### src/common/riscv_pkg.sv
package riscv_pkg;

    typedef logic [31:0] word_t;
    typedef logic [4:0]  reg_addr_t;
    typedef logic [2:0]  alu_op_t;

    // major opcodes of the supported subset
    localparam logic [6:0] OP_REG    = 7'b0110011;
    localparam logic [6:0] OP_IMM    = 7'b0010011;
    localparam logic [6:0] OP_LOAD   = 7'b0000011;
    localparam logic [6:0] OP_STORE  = 7'b0100011;
    localparam logic [6:0] OP_BRANCH = 7'b1100011;
    localparam logic [6:0] OP_JAL    = 7'b1101111;

    localparam alu_op_t ALU_ADD = 3'd0;
    localparam alu_op_t ALU_SUB = 3'd1;
    localparam alu_op_t ALU_AND = 3'd2;
    localparam alu_op_t ALU_OR  = 3'd3;
    localparam alu_op_t ALU_SLT = 3'd4;

    typedef struct packed {
        word_t instr;
        word_t pc;
        word_t pc_plus4;
        logic  valid;
    } if_id_t;

    typedef struct packed {
        word_t     rs1_data;
        word_t     rs2_data;
        word_t     imm;
        reg_addr_t rs1;
        reg_addr_t rs2;
        reg_addr_t rd;
        alu_op_t   alu_op;
        logic      alu_src;
        logic      mem_read;
        logic      mem_write;
        logic      reg_write;
        logic      branch;
        logic      branch_ne;
        word_t     pc;
    } id_ex_t;

    typedef struct packed {
        word_t     result;
        word_t     store_data;
        reg_addr_t rd;
        logic      mem_read;
        logic      mem_write;
        logic      reg_write;
    } ex_mem_t;

    typedef struct packed {
        word_t     result;
        word_t     load_data;
        reg_addr_t rd;
        logic      mem_to_reg;
        logic      reg_write;
    } mem_wb_t;

    // caches hold big-endian words
    function automatic word_t byte_swap(input word_t w);
        return {w[7:0], w[15:8], w[23:16], w[31:24]};
    endfunction

endpackage

### src/fetch/fetch_stage.sv
module fetch_stage (
    input  logic              clk,
    input  logic              reset_i,
    input  logic              freeze_i,
    input  logic              hazard_stall_i,
    input  logic              branch_taken_i,
    input  riscv_pkg::word_t  branch_target_i,
    input  riscv_pkg::word_t  icache_rdata_i,
    output logic [29:0]       icache_addr_o,
    output riscv_pkg::word_t  pc_o,
    output riscv_pkg::if_id_t if_id_o
);
    import riscv_pkg::*;

    word_t  pc;
    word_t  pc_next;
    word_t  pc_plus4;
    word_t  instr;
    word_t  jal_imm;
    logic   is_jal;
    if_id_t if_id_q;

    assign instr    = byte_swap(icache_rdata_i);
    assign pc_plus4 = pc + 32'd4;
    assign is_jal   = (instr[6:0] == OP_JAL);

    // J-type immediate, imm[20|10:1|11|19:12]
    assign jal_imm = {{12{instr[31]}}, instr[19:12], instr[20], instr[30:21], 1'b0};

    always_comb begin
        if (branch_taken_i) begin
            pc_next = branch_target_i;
        end else if (hazard_stall_i) begin
            pc_next = pc;
        end else if (is_jal) begin
            pc_next = pc + jal_imm;
        end else begin
            pc_next = pc_plus4;
        end
    end

    always_ff @(posedge clk) begin
        if (reset_i) begin
            pc <= '0;
        end else if (!freeze_i) begin
            pc <= pc_next;
        end
    end

    // squash on redirect, hold on load-use
    always_ff @(posedge clk) begin
        if (reset_i) begin
            if_id_q.valid <= 1'b0;
        end else if (!freeze_i) begin
            if (branch_taken_i) begin
                if_id_q.valid <= 1'b0;
            end else if (!hazard_stall_i) begin
                if_id_q.instr    <= instr;
                if_id_q.pc       <= pc;
                if_id_q.pc_plus4 <= pc_plus4;
                if_id_q.valid    <= 1'b1;
            end
        end
    end

    assign icache_addr_o = pc[31:2];
    assign pc_o          = pc;
    assign if_id_o       = if_id_q;

endmodule

### src/decode/register_file.sv
module register_file (
    input  logic                 clk,
    input  logic                 reset_i,
    input  riscv_pkg::reg_addr_t rs1_i,
    input  riscv_pkg::reg_addr_t rs2_i,
    input  riscv_pkg::reg_addr_t wb_rd_i,
    input  riscv_pkg::word_t     wb_data_i,
    input  logic                 wb_we_i,
    output riscv_pkg::word_t     rs1_data_o,
    output riscv_pkg::word_t     rs2_data_o
);
    import riscv_pkg::*;

    // x0 is not stored
    word_t regs [1:31];
    logic  wr_en;

    assign wr_en = wb_we_i && (wb_rd_i != '0);

    always_ff @(posedge clk) begin
        if (reset_i) begin
            for (int i = 1; i < 32; i++) begin
                regs[i] <= '0;
            end
        end else if (wr_en) begin
            regs[wb_rd_i] <= wb_data_i;
        end
    end

    // same-cycle write is visible to the reader
    assign rs1_data_o = (rs1_i == '0) ? '0 :
                        (wr_en && wb_rd_i == rs1_i) ? wb_data_i : regs[rs1_i];
    assign rs2_data_o = (rs2_i == '0) ? '0 :
                        (wr_en && wb_rd_i == rs2_i) ? wb_data_i : regs[rs2_i];

endmodule

### src/decode/decode_stage.sv
module decode_stage (
    input  logic                 clk,
    input  logic                 reset_i,
    input  logic                 freeze_i,
    input  riscv_pkg::if_id_t    if_id_i,
    input  riscv_pkg::reg_addr_t ex_rd_i,
    input  logic                 ex_mem_read_i,
    input  logic                 branch_taken_i,
    input  riscv_pkg::reg_addr_t wb_rd_i,
    input  riscv_pkg::word_t     wb_data_i,
    input  logic                 wb_we_i,
    output riscv_pkg::id_ex_t    id_ex_o,
    output logic                 hazard_stall_o
);
    import riscv_pkg::*;

    logic [6:0] opcode;
    logic [2:0] funct3;
    reg_addr_t  rs1;
    reg_addr_t  rs2;
    word_t      rs1_data;
    word_t      rs2_data;
    word_t      imm_i;
    word_t      imm_s;
    word_t      imm_b;
    alu_op_t    alu_fn;
    logic       uses_rs1;
    logic       uses_rs2;
    id_ex_t     dec;
    id_ex_t     id_ex_q;

    assign opcode = if_id_i.instr[6:0];
    assign funct3 = if_id_i.instr[14:12];
    assign rs1    = if_id_i.instr[19:15];
    assign rs2    = if_id_i.instr[24:20];

    assign imm_i = {{20{if_id_i.instr[31]}}, if_id_i.instr[31:20]};
    assign imm_s = {{20{if_id_i.instr[31]}}, if_id_i.instr[31:25], if_id_i.instr[11:7]};
    assign imm_b = {{20{if_id_i.instr[31]}}, if_id_i.instr[7], if_id_i.instr[30:25],
                    if_id_i.instr[11:8], 1'b0};

    assign uses_rs1 = (opcode != OP_JAL);
    assign uses_rs2 = (opcode == OP_REG) || (opcode == OP_STORE) || (opcode == OP_BRANCH);

    register_file u_regs (
        .clk        (clk),
        .reset_i    (reset_i),
        .rs1_i      (rs1),
        .rs2_i      (rs2),
        .wb_rd_i    (wb_rd_i),
        .wb_data_i  (wb_data_i),
        .wb_we_i    (wb_we_i),
        .rs1_data_o (rs1_data),
        .rs2_data_o (rs2_data)
    );

    // funct7 bit 30 only selects sub on register ops
    always_comb begin
        case (funct3)
            3'b111:  alu_fn = ALU_AND;
            3'b110:  alu_fn = ALU_OR;
            3'b010:  alu_fn = ALU_SLT;
            default: alu_fn = (opcode == OP_REG && if_id_i.instr[30]) ? ALU_SUB : ALU_ADD;
        endcase
    end

    always_comb begin
        dec           = '0;
        dec.rs1_data  = rs1_data;
        dec.rs2_data  = rs2_data;
        dec.rs1       = uses_rs1 ? rs1 : '0;
        dec.rs2       = uses_rs2 ? rs2 : '0;
        dec.rd        = if_id_i.instr[11:7];
        dec.pc        = if_id_i.pc;
        dec.alu_op    = ALU_ADD;
        dec.branch_ne = funct3[0];
        if (if_id_i.valid) begin
            case (opcode)
                OP_REG: begin
                    dec.reg_write = 1'b1;
                    dec.alu_op    = alu_fn;
                end
                OP_IMM: begin
                    dec.reg_write = 1'b1;
                    dec.alu_src   = 1'b1;
                    dec.alu_op    = alu_fn;
                    dec.imm       = imm_i;
                end
                OP_LOAD: begin
                    dec.reg_write = 1'b1;
                    dec.mem_read  = 1'b1;
                    dec.alu_src   = 1'b1;
                    dec.imm       = imm_i;
                end
                OP_STORE: begin
                    dec.mem_write = 1'b1;
                    dec.alu_src   = 1'b1;
                    dec.imm       = imm_s;
                end
                OP_BRANCH: begin
                    dec.branch = 1'b1;
                    dec.imm    = imm_b;
                end
                OP_JAL: begin
                    // link value pc+4 passes the ALU as pc_plus4 + 0
                    dec.reg_write = 1'b1;
                    dec.alu_src   = 1'b1;
                    dec.rs1_data  = if_id_i.pc_plus4;
                end
                default: ;
            endcase
        end
    end

    assign hazard_stall_o = if_id_i.valid && ex_mem_read_i && (ex_rd_i != '0) &&
                            ((uses_rs1 && rs1 == ex_rd_i) || (uses_rs2 && rs2 == ex_rd_i));

    always_ff @(posedge clk) begin
        if (reset_i) begin
            id_ex_q.reg_write <= 1'b0;
            id_ex_q.mem_read  <= 1'b0;
            id_ex_q.mem_write <= 1'b0;
            id_ex_q.branch    <= 1'b0;
        end else if (!freeze_i) begin
            if (branch_taken_i || hazard_stall_o) begin
                // bubble
                id_ex_q.reg_write <= 1'b0;
                id_ex_q.mem_read  <= 1'b0;
                id_ex_q.mem_write <= 1'b0;
                id_ex_q.branch    <= 1'b0;
            end else begin
                id_ex_q <= dec;
            end
        end
    end

    assign id_ex_o = id_ex_q;

endmodule

### src/execute/execute_stage.sv
module execute_stage (
    input  logic                 clk,
    input  logic                 reset_i,
    input  logic                 freeze_i,
    input  riscv_pkg::id_ex_t    id_ex_i,
    input  riscv_pkg::word_t     mem_result_i,
    input  riscv_pkg::reg_addr_t mem_rd_i,
    input  logic                 mem_reg_write_i,
    input  riscv_pkg::word_t     wb_data_i,
    input  riscv_pkg::reg_addr_t wb_rd_i,
    input  logic                 wb_we_i,
    output riscv_pkg::ex_mem_t   ex_mem_o,
    output logic                 branch_taken_o,
    output riscv_pkg::word_t     branch_target_o,
    output riscv_pkg::reg_addr_t ex_rd_o,
    output logic                 ex_mem_read_o
);
    import riscv_pkg::*;

    word_t   fwd_a;
    word_t   fwd_b;
    word_t   op_b;
    word_t   alu_result;
    logic    operands_eq;
    ex_mem_t ex_mem_q;

    // memory stage is the younger result and wins
    always_comb begin
        if (mem_reg_write_i && mem_rd_i != '0 && mem_rd_i == id_ex_i.rs1) begin
            fwd_a = mem_result_i;
        end else if (wb_we_i && wb_rd_i != '0 && wb_rd_i == id_ex_i.rs1) begin
            fwd_a = wb_data_i;
        end else begin
            fwd_a = id_ex_i.rs1_data;
        end
    end

    always_comb begin
        if (mem_reg_write_i && mem_rd_i != '0 && mem_rd_i == id_ex_i.rs2) begin
            fwd_b = mem_result_i;
        end else if (wb_we_i && wb_rd_i != '0 && wb_rd_i == id_ex_i.rs2) begin
            fwd_b = wb_data_i;
        end else begin
            fwd_b = id_ex_i.rs2_data;
        end
    end

    assign op_b = id_ex_i.alu_src ? id_ex_i.imm : fwd_b;

    always_comb begin
        case (id_ex_i.alu_op)
            ALU_SUB: alu_result = fwd_a - op_b;
            ALU_AND: alu_result = fwd_a & op_b;
            ALU_OR:  alu_result = fwd_a | op_b;
            ALU_SLT: alu_result = {31'b0, $signed(fwd_a) < $signed(op_b)};
            default: alu_result = fwd_a + op_b;
        endcase
    end

    // beq / bne on forwarded register values
    assign operands_eq     = (fwd_a == fwd_b);
    assign branch_taken_o  = id_ex_i.branch && (id_ex_i.branch_ne ? !operands_eq : operands_eq);
    assign branch_target_o = id_ex_i.pc + id_ex_i.imm;

    always_ff @(posedge clk) begin
        if (reset_i) begin
            ex_mem_q.mem_read  <= 1'b0;
            ex_mem_q.mem_write <= 1'b0;
            ex_mem_q.reg_write <= 1'b0;
        end else if (!freeze_i) begin
            ex_mem_q.result     <= alu_result;
            ex_mem_q.store_data <= fwd_b;
            ex_mem_q.rd         <= id_ex_i.rd;
            ex_mem_q.mem_read   <= id_ex_i.mem_read;
            ex_mem_q.mem_write  <= id_ex_i.mem_write;
            ex_mem_q.reg_write  <= id_ex_i.reg_write;
        end
    end

    assign ex_mem_o      = ex_mem_q;
    assign ex_rd_o       = id_ex_i.rd;
    assign ex_mem_read_o = id_ex_i.mem_read;

endmodule

### src/memory_writeback.sv
module memory_writeback (
    input  logic                 clk,
    input  logic                 reset_i,
    input  logic                 freeze_i,
    input  riscv_pkg::ex_mem_t   ex_mem_i,
    input  riscv_pkg::word_t     dcache_rdata_i,
    output logic                 dcache_ren_o,
    output logic                 dcache_wen_o,
    output logic [29:0]          dcache_addr_o,
    output riscv_pkg::word_t     dcache_wdata_o,
    output riscv_pkg::word_t     mem_result_o,
    output riscv_pkg::reg_addr_t mem_rd_o,
    output logic                 mem_reg_write_o,
    output riscv_pkg::reg_addr_t wb_rd_o,
    output riscv_pkg::word_t     wb_data_o,
    output logic                 wb_we_o
);
    import riscv_pkg::*;

    mem_wb_t mem_wb_q;

    // enables follow the held ex_mem register through a stall
    assign dcache_ren_o   = ex_mem_i.mem_read;
    assign dcache_wen_o   = ex_mem_i.mem_write;
    assign dcache_addr_o  = ex_mem_i.result[31:2];
    assign dcache_wdata_o = byte_swap(ex_mem_i.store_data);

    always_ff @(posedge clk) begin
        if (reset_i) begin
            mem_wb_q.mem_to_reg <= 1'b0;
            mem_wb_q.reg_write  <= 1'b0;
        end else if (!freeze_i) begin
            mem_wb_q.result     <= ex_mem_i.result;
            mem_wb_q.load_data  <= byte_swap(dcache_rdata_i);
            mem_wb_q.rd         <= ex_mem_i.rd;
            mem_wb_q.mem_to_reg <= ex_mem_i.mem_read;
            mem_wb_q.reg_write  <= ex_mem_i.reg_write;
        end
    end

    assign mem_result_o    = ex_mem_i.result;
    assign mem_rd_o        = ex_mem_i.rd;
    assign mem_reg_write_o = ex_mem_i.reg_write;

    assign wb_rd_o   = mem_wb_q.rd;
    assign wb_we_o   = mem_wb_q.reg_write;
    assign wb_data_o = mem_wb_q.mem_to_reg ? mem_wb_q.load_data : mem_wb_q.result;

endmodule

### src/riscv_pipeline.sv
module riscv_pipeline (
    input  logic             clk,
    input  logic             reset_i,
    // instruction cache
    output logic [29:0]      icache_addr_o,
    input  riscv_pkg::word_t icache_rdata_i,
    input  logic             icache_stall_i,
    // data cache
    output logic             dcache_ren_o,
    output logic             dcache_wen_o,
    output logic [29:0]      dcache_addr_o,
    output riscv_pkg::word_t dcache_wdata_o,
    input  riscv_pkg::word_t dcache_rdata_i,
    input  logic             dcache_stall_i,
    output riscv_pkg::word_t pc_o
);
    import riscv_pkg::*;

    logic      mem_stall;
    logic      hazard_stall;
    logic      branch_taken;
    word_t     branch_target;
    if_id_t    if_id;
    id_ex_t    id_ex;
    ex_mem_t   ex_mem;
    reg_addr_t ex_rd;
    logic      ex_mem_read;
    word_t     mem_result;
    reg_addr_t mem_rd;
    logic      mem_reg_write;
    reg_addr_t wb_rd;
    word_t     wb_data;
    logic      wb_we;

    // either cache stalling freezes every stage
    assign mem_stall = icache_stall_i | dcache_stall_i;

    fetch_stage u_fetch (
        .clk             (clk),
        .reset_i         (reset_i),
        .freeze_i        (mem_stall),
        .hazard_stall_i  (hazard_stall),
        .branch_taken_i  (branch_taken),
        .branch_target_i (branch_target),
        .icache_rdata_i  (icache_rdata_i),
        .icache_addr_o   (icache_addr_o),
        .pc_o            (pc_o),
        .if_id_o         (if_id)
    );

    decode_stage u_decode (
        .clk            (clk),
        .reset_i        (reset_i),
        .freeze_i       (mem_stall),
        .if_id_i        (if_id),
        .ex_rd_i        (ex_rd),
        .ex_mem_read_i  (ex_mem_read),
        .branch_taken_i (branch_taken),
        .wb_rd_i        (wb_rd),
        .wb_data_i      (wb_data),
        .wb_we_i        (wb_we),
        .id_ex_o        (id_ex),
        .hazard_stall_o (hazard_stall)
    );

    execute_stage u_execute (
        .clk             (clk),
        .reset_i         (reset_i),
        .freeze_i        (mem_stall),
        .id_ex_i         (id_ex),
        .mem_result_i    (mem_result),
        .mem_rd_i        (mem_rd),
        .mem_reg_write_i (mem_reg_write),
        .wb_data_i       (wb_data),
        .wb_rd_i         (wb_rd),
        .wb_we_i         (wb_we),
        .ex_mem_o        (ex_mem),
        .branch_taken_o  (branch_taken),
        .branch_target_o (branch_target),
        .ex_rd_o         (ex_rd),
        .ex_mem_read_o   (ex_mem_read)
    );

    memory_writeback u_mem_wb (
        .clk             (clk),
        .reset_i         (reset_i),
        .freeze_i        (mem_stall),
        .ex_mem_i        (ex_mem),
        .dcache_rdata_i  (dcache_rdata_i),
        .dcache_ren_o    (dcache_ren_o),
        .dcache_wen_o    (dcache_wen_o),
        .dcache_addr_o   (dcache_addr_o),
        .dcache_wdata_o  (dcache_wdata_o),
        .mem_result_o    (mem_result),
        .mem_rd_o        (mem_rd),
        .mem_reg_write_o (mem_reg_write),
        .wb_rd_o         (wb_rd),
        .wb_data_o       (wb_data),
        .wb_we_o         (wb_we)
    );

endmodule

### config.mk
export PLATFORM = sky130hd
export DESIGN_NAME = riscv_pipeline
export DESIGN_NICKNAME = d
export VERILOG_FILES = /design/src/common/riscv_pkg.sv /design/src/fetch/fetch_stage.sv /design/src/decode/register_file.sv /design/src/decode/decode_stage.sv /design/src/execute/execute_stage.sv /design/src/memory_writeback.sv /design/src/riscv_pipeline.sv
export SDC_FILE = /design/constraint.sdc
export NUM_CORES = 2
export LEC_CHECK = 0
export BUFFER_PORTS_ARGS = -buffer_cell sky130_fd_sc_hd__buf_4
export CAP_MARGIN = 10
export CORE_MARGIN = 3
export CORE_UTILIZATION = 50
export DETAILED_ROUTE_END_ITERATION = 8
export GPL_ROUTABILITY_DRIVEN = 1
export GPL_TIMING_DRIVEN = 0
export PLACE_DENSITY = 0.63
export RECOVER_POWER = 25
export SYNTH_ARGS = -nofsm -noshare
export SYNTH_HDL_FRONTEND = slang
export SYNTH_SLANG_ARGS = --single-unit
### constraint.sdc
create_clock -name clk -period 12.51 [get_ports clk]
set_clock_uncertainty 0.05 [all_clocks]
set_input_delay 2.502 -clock clk [delete_from_list [all_inputs] [get_ports clk]]
set_output_delay 2.502 -clock clk [all_outputs]
set_load 0.01 [all_outputs]
==> run_results.csv <==
group,metric,value,unit
place,place_ws,5.03,ns
synth,syn_area,78700,um2
synth,synth_top_family_by_area,"multiplexers",
synth,synth_xor_xnor_area_share,1.67,%
worst_setup_path,crit_path_end_kind,"register",
clock_tree,clk_latency,0.82,ns
clock_tree,root_buffer,"clkbuf_16",
routing,dr_wl_met2,130000,um
routing,dr_wl_met3,42700,um
clock_tree,cts_buffers,160,
clock_tree,cts_tree,"built",
routing,wl,296000,um
place,hpwl,226000,um
layout,multi_input_comb_area,33000,um2
global_route,grt_pass1_vias,55300,
floorplanning,die_h,403,um
floorplanning,initial_core_util,50.7,%
synth,post_synth_fa_ha_maj_area_fraction,2.61,%
synth,synth_top_area_share,52.8,%
routing,drt-pass1-iter-count,8,
routing,vias_per_cell,6.73,
synth,synth_cells,6011,
layout,drive_gt1_share,19.9,%
clock_tree,htree_levels,4,
sta,period_minus_slack,9.48,ns
clock_tree,clkTransAtPathRegs,0.06,ns
outcome,status,"complete, but fails checks",
synth,ys_seq_area_share,54.0,%
sta,finalWorstSetupSlack,3.03,ns
synth,async_flop_share,0,%
worst_setup_path,worstPathArrival,9.98,ns
routing,top_layer,"met5",
clock_tree,cts_setup_buffers,0,
global_route,grt_pass1_wl,412000,um
hold_path,hold_path.class,"reg2reg",
synth,synth_top_cell_by_area,"edfxtp_1",
synth,synth_mux_area_share,19.3,%
synth,synth_area_per_cell,13.1,um2
worst_setup_path,required,13.01,ns
synth,post_synth_main_area_contributors,"edfxtp_1, mux4_2, nor2_1",
routing,wl_met1,107000,um
floorplanning,die-area,162000,um2
floorplanning,die_w,403,um
synth,synth_edf_count,1385,
worst_setup_path,start_kind,"register",
routing,drtIter0Drc,9017,
global_route,grt_max_degree,38,
worst_setup_path,worstSetupPathType,"reg2reg",
sta,slew_viol_final,210,
power_and_ir_drop,leakage,32.1,nW
sta,relSlewSlack,-107,%
global_route,grt_overflow,0,
sta,fmax,106,MHz
clock_tree,hold_buffers,0,
synth,synth-compound-area-share,8.26,%
global_route,grt_antenna_before_repair,13,
run,cap_violations,18,
synth,synthSimpleGateAreaFrac,9.71,%
layout,final_util,57.6,%
outcome,violations,"max-capacitance violations, max-slew violations",
floorplanning,rows,144,
routing,drtAntennaViolNets,0,
power_and_ir_drop,pwr_density_cell,127,nW/um2
synth,ys_types,89,
sta,worst_pin_slew,3.01,ns
synth,yosys_warnings,0,
sta,finalCritPeriodShare,75.7,%
routing,vias,58400,
clock_tree,clkSinkCount,1432,
worst_setup_path,cp_max_fo,10,
synth,synth-seq-cells,1432,
clock_tree,post_cts_resize_count,0,
layout,fin_nets,6724,
layout,areaGrowthSynthToFinish,13.6,%
sta,hold_viol,0,
sta,setup_viol,0,
layout,seq_area,42500,um2
floorplanning,coreArea,155000,um2
power_and_ir_drop,ir_drop,0.147,mV
global_route,grtUsageTotal,36.0,%
floorplanning,io_pins,194,
place,place.gp.congestion,1.02,
routing,wire_per_inst,34.1,um
synth,synth-main-ff-cell,"edfxtp_1",
clock_tree,cts_buffer_depth,3,
sta,rsz0062_at_grt,"no",
layout,nFillCells,12600,
place,port_buffers,192,
routing,drcViolationCount,0,
-- metrics by stage --
stage          hold slack [ns]  setup TNS [ns]  power (W)  instances  cell area (um2)
3_3_place_gp             0.351         -305.94    0.00670       8278            82800
3_5_place_dp             0.355               0    0.00675       8362            84600
4_1_cts                  0.362               0     0.0113       8652            89700
5_1_grt                  0.365               0     0.0116       8666            89400
2_1_floorplan            0.350               0    0.00625       6042            78800
6_report                 0.358               0     0.0113       8669            89400
-- worst max-delay path: stages, from the launching register on --
cell and delay (ns):
dfxtp_1 0.30, clkbuf_1 0.34, clkbuf_1 1.07, clkbuf_1 0.85, mux2i_1 0.98, clkbuf_1 0.69
nand3_1 0.13, o21ai_0 0.50, o21ai_0 0.38, mux2_2 0.42, ha_1 0.34, clkbuf_1 0.35
a21oi_1 0.11, o21ai_0 0.29, a21oi_1 0.12, nor2b_1 0.12, nor2_1 0.06, a211oi_1 0.53
o21ai_0 0.29, a211oi_1 0.49, o32ai_1 0.23, a211o_1 0.32, a32o_1 0.21
-- per-layer routing --
metal	track usage, %	vias to the layer above
met2	54.0	4278
met5	0	-
met4	16.3	12
li1	-	23800
met1	47.1	29500
met3	13.0	771
-- layout by cell type (no fill, tap or decap), types with 157 or more instances in the layout --
cell and n:
a21oi_1 202, buf_4 157, clkbuf_1 501, clkbuf_16 167, edfxtp_1 1385, ha_1 158, inv_1 178, mux4_2 640
nand2_1 218, nor2_1 1191, o21ai_0 208
-- power breakdown --
part / internal [W] / switching (W)
clock network: 0.00262 / 0.00203
registers: 0.00541 / 0.000104
logic: 0.000468 / 0.000709
-- final timing paths --
kind / cells after the start / to / slack (ns) / startpoint
setup / recovery: 22 / u_execute.ex_mem_o[70] / 3.03 / u_mem_wb.mem_wb_q[1]
hold / removal: 0 / u_decode.id_ex_o[24] / 0.36 / u_fetch.if_id_o[57]
setup reg to reg: 22 / u_execute.ex_mem_o[70] / 3.03 / u_mem_wb.mem_wb_q[1]
hold reg to reg: 0 / u_decode.id_ex_o[24] / 0.36 / u_fetch.if_id_o[57]
-- logic make-up (layout without fill, tap and decap cells) --
kind of cell	after synthesis	after routing
flip-flops	1432	1432
buffers and inverters	779	1359
XOR/XNOR	150	150
adder cells (fa/ha/maj)	162	162
AO/OA/AOI/OAI	974	974
multiplexers	717	717
other	1	35
AND/OR/NAND/NOR	1796	1796
-- Yosys cell counts, drive strengths merged (38+ instances only) --
master  number
a211oi     121
a21o        38
a21oi      202
a221oi      39
buf        205
clkbuf     396
dfxtp       47
edfxtp    1385
ha         158
inv        178
mux2i       53
mux4       640
nand2      218
nand2b      64
nand3       88
nor2      1195
nor2b       90
o21a        44
o21ai      243
o22ai       38
xnor2       97
xor2        53
-- cell type report --
cell class / count / share of cell area [%]
Clock inverter: 89 / 0.803
Antenna cell: 3 / 0.00840
Inverter: 178 / 0.747
Buffer: 601 / 3.08
Tap cell: 2044 / 2.86
Sequential cell: 1432 / 47.6
Clock buffer: 201 / 4.87
Timing Repair Buffer: 290 / 3.14
Multi-Input combinational cell: 3831 / 36.9
-- flip-flops by register name, summed over array words and instances, names as in the netlist, named ones only --
| register | cells |
|---|---|
| u_mem_wb.wb_we_o | 1 |
| u_fetch.if_id_o | 95 |
| u_mem_wb.mem_wb_q | 65 |
| u_execute.ex_mem_o | 72 |
| u_decode.id_ex_o | 133 |
| u_mem_wb.wb_rd_o | 5 |
| u_fetch.pc_o | 32 |
| u_decode.u_regs.regs | 1024 |
(Power assumes the default switching activity.)
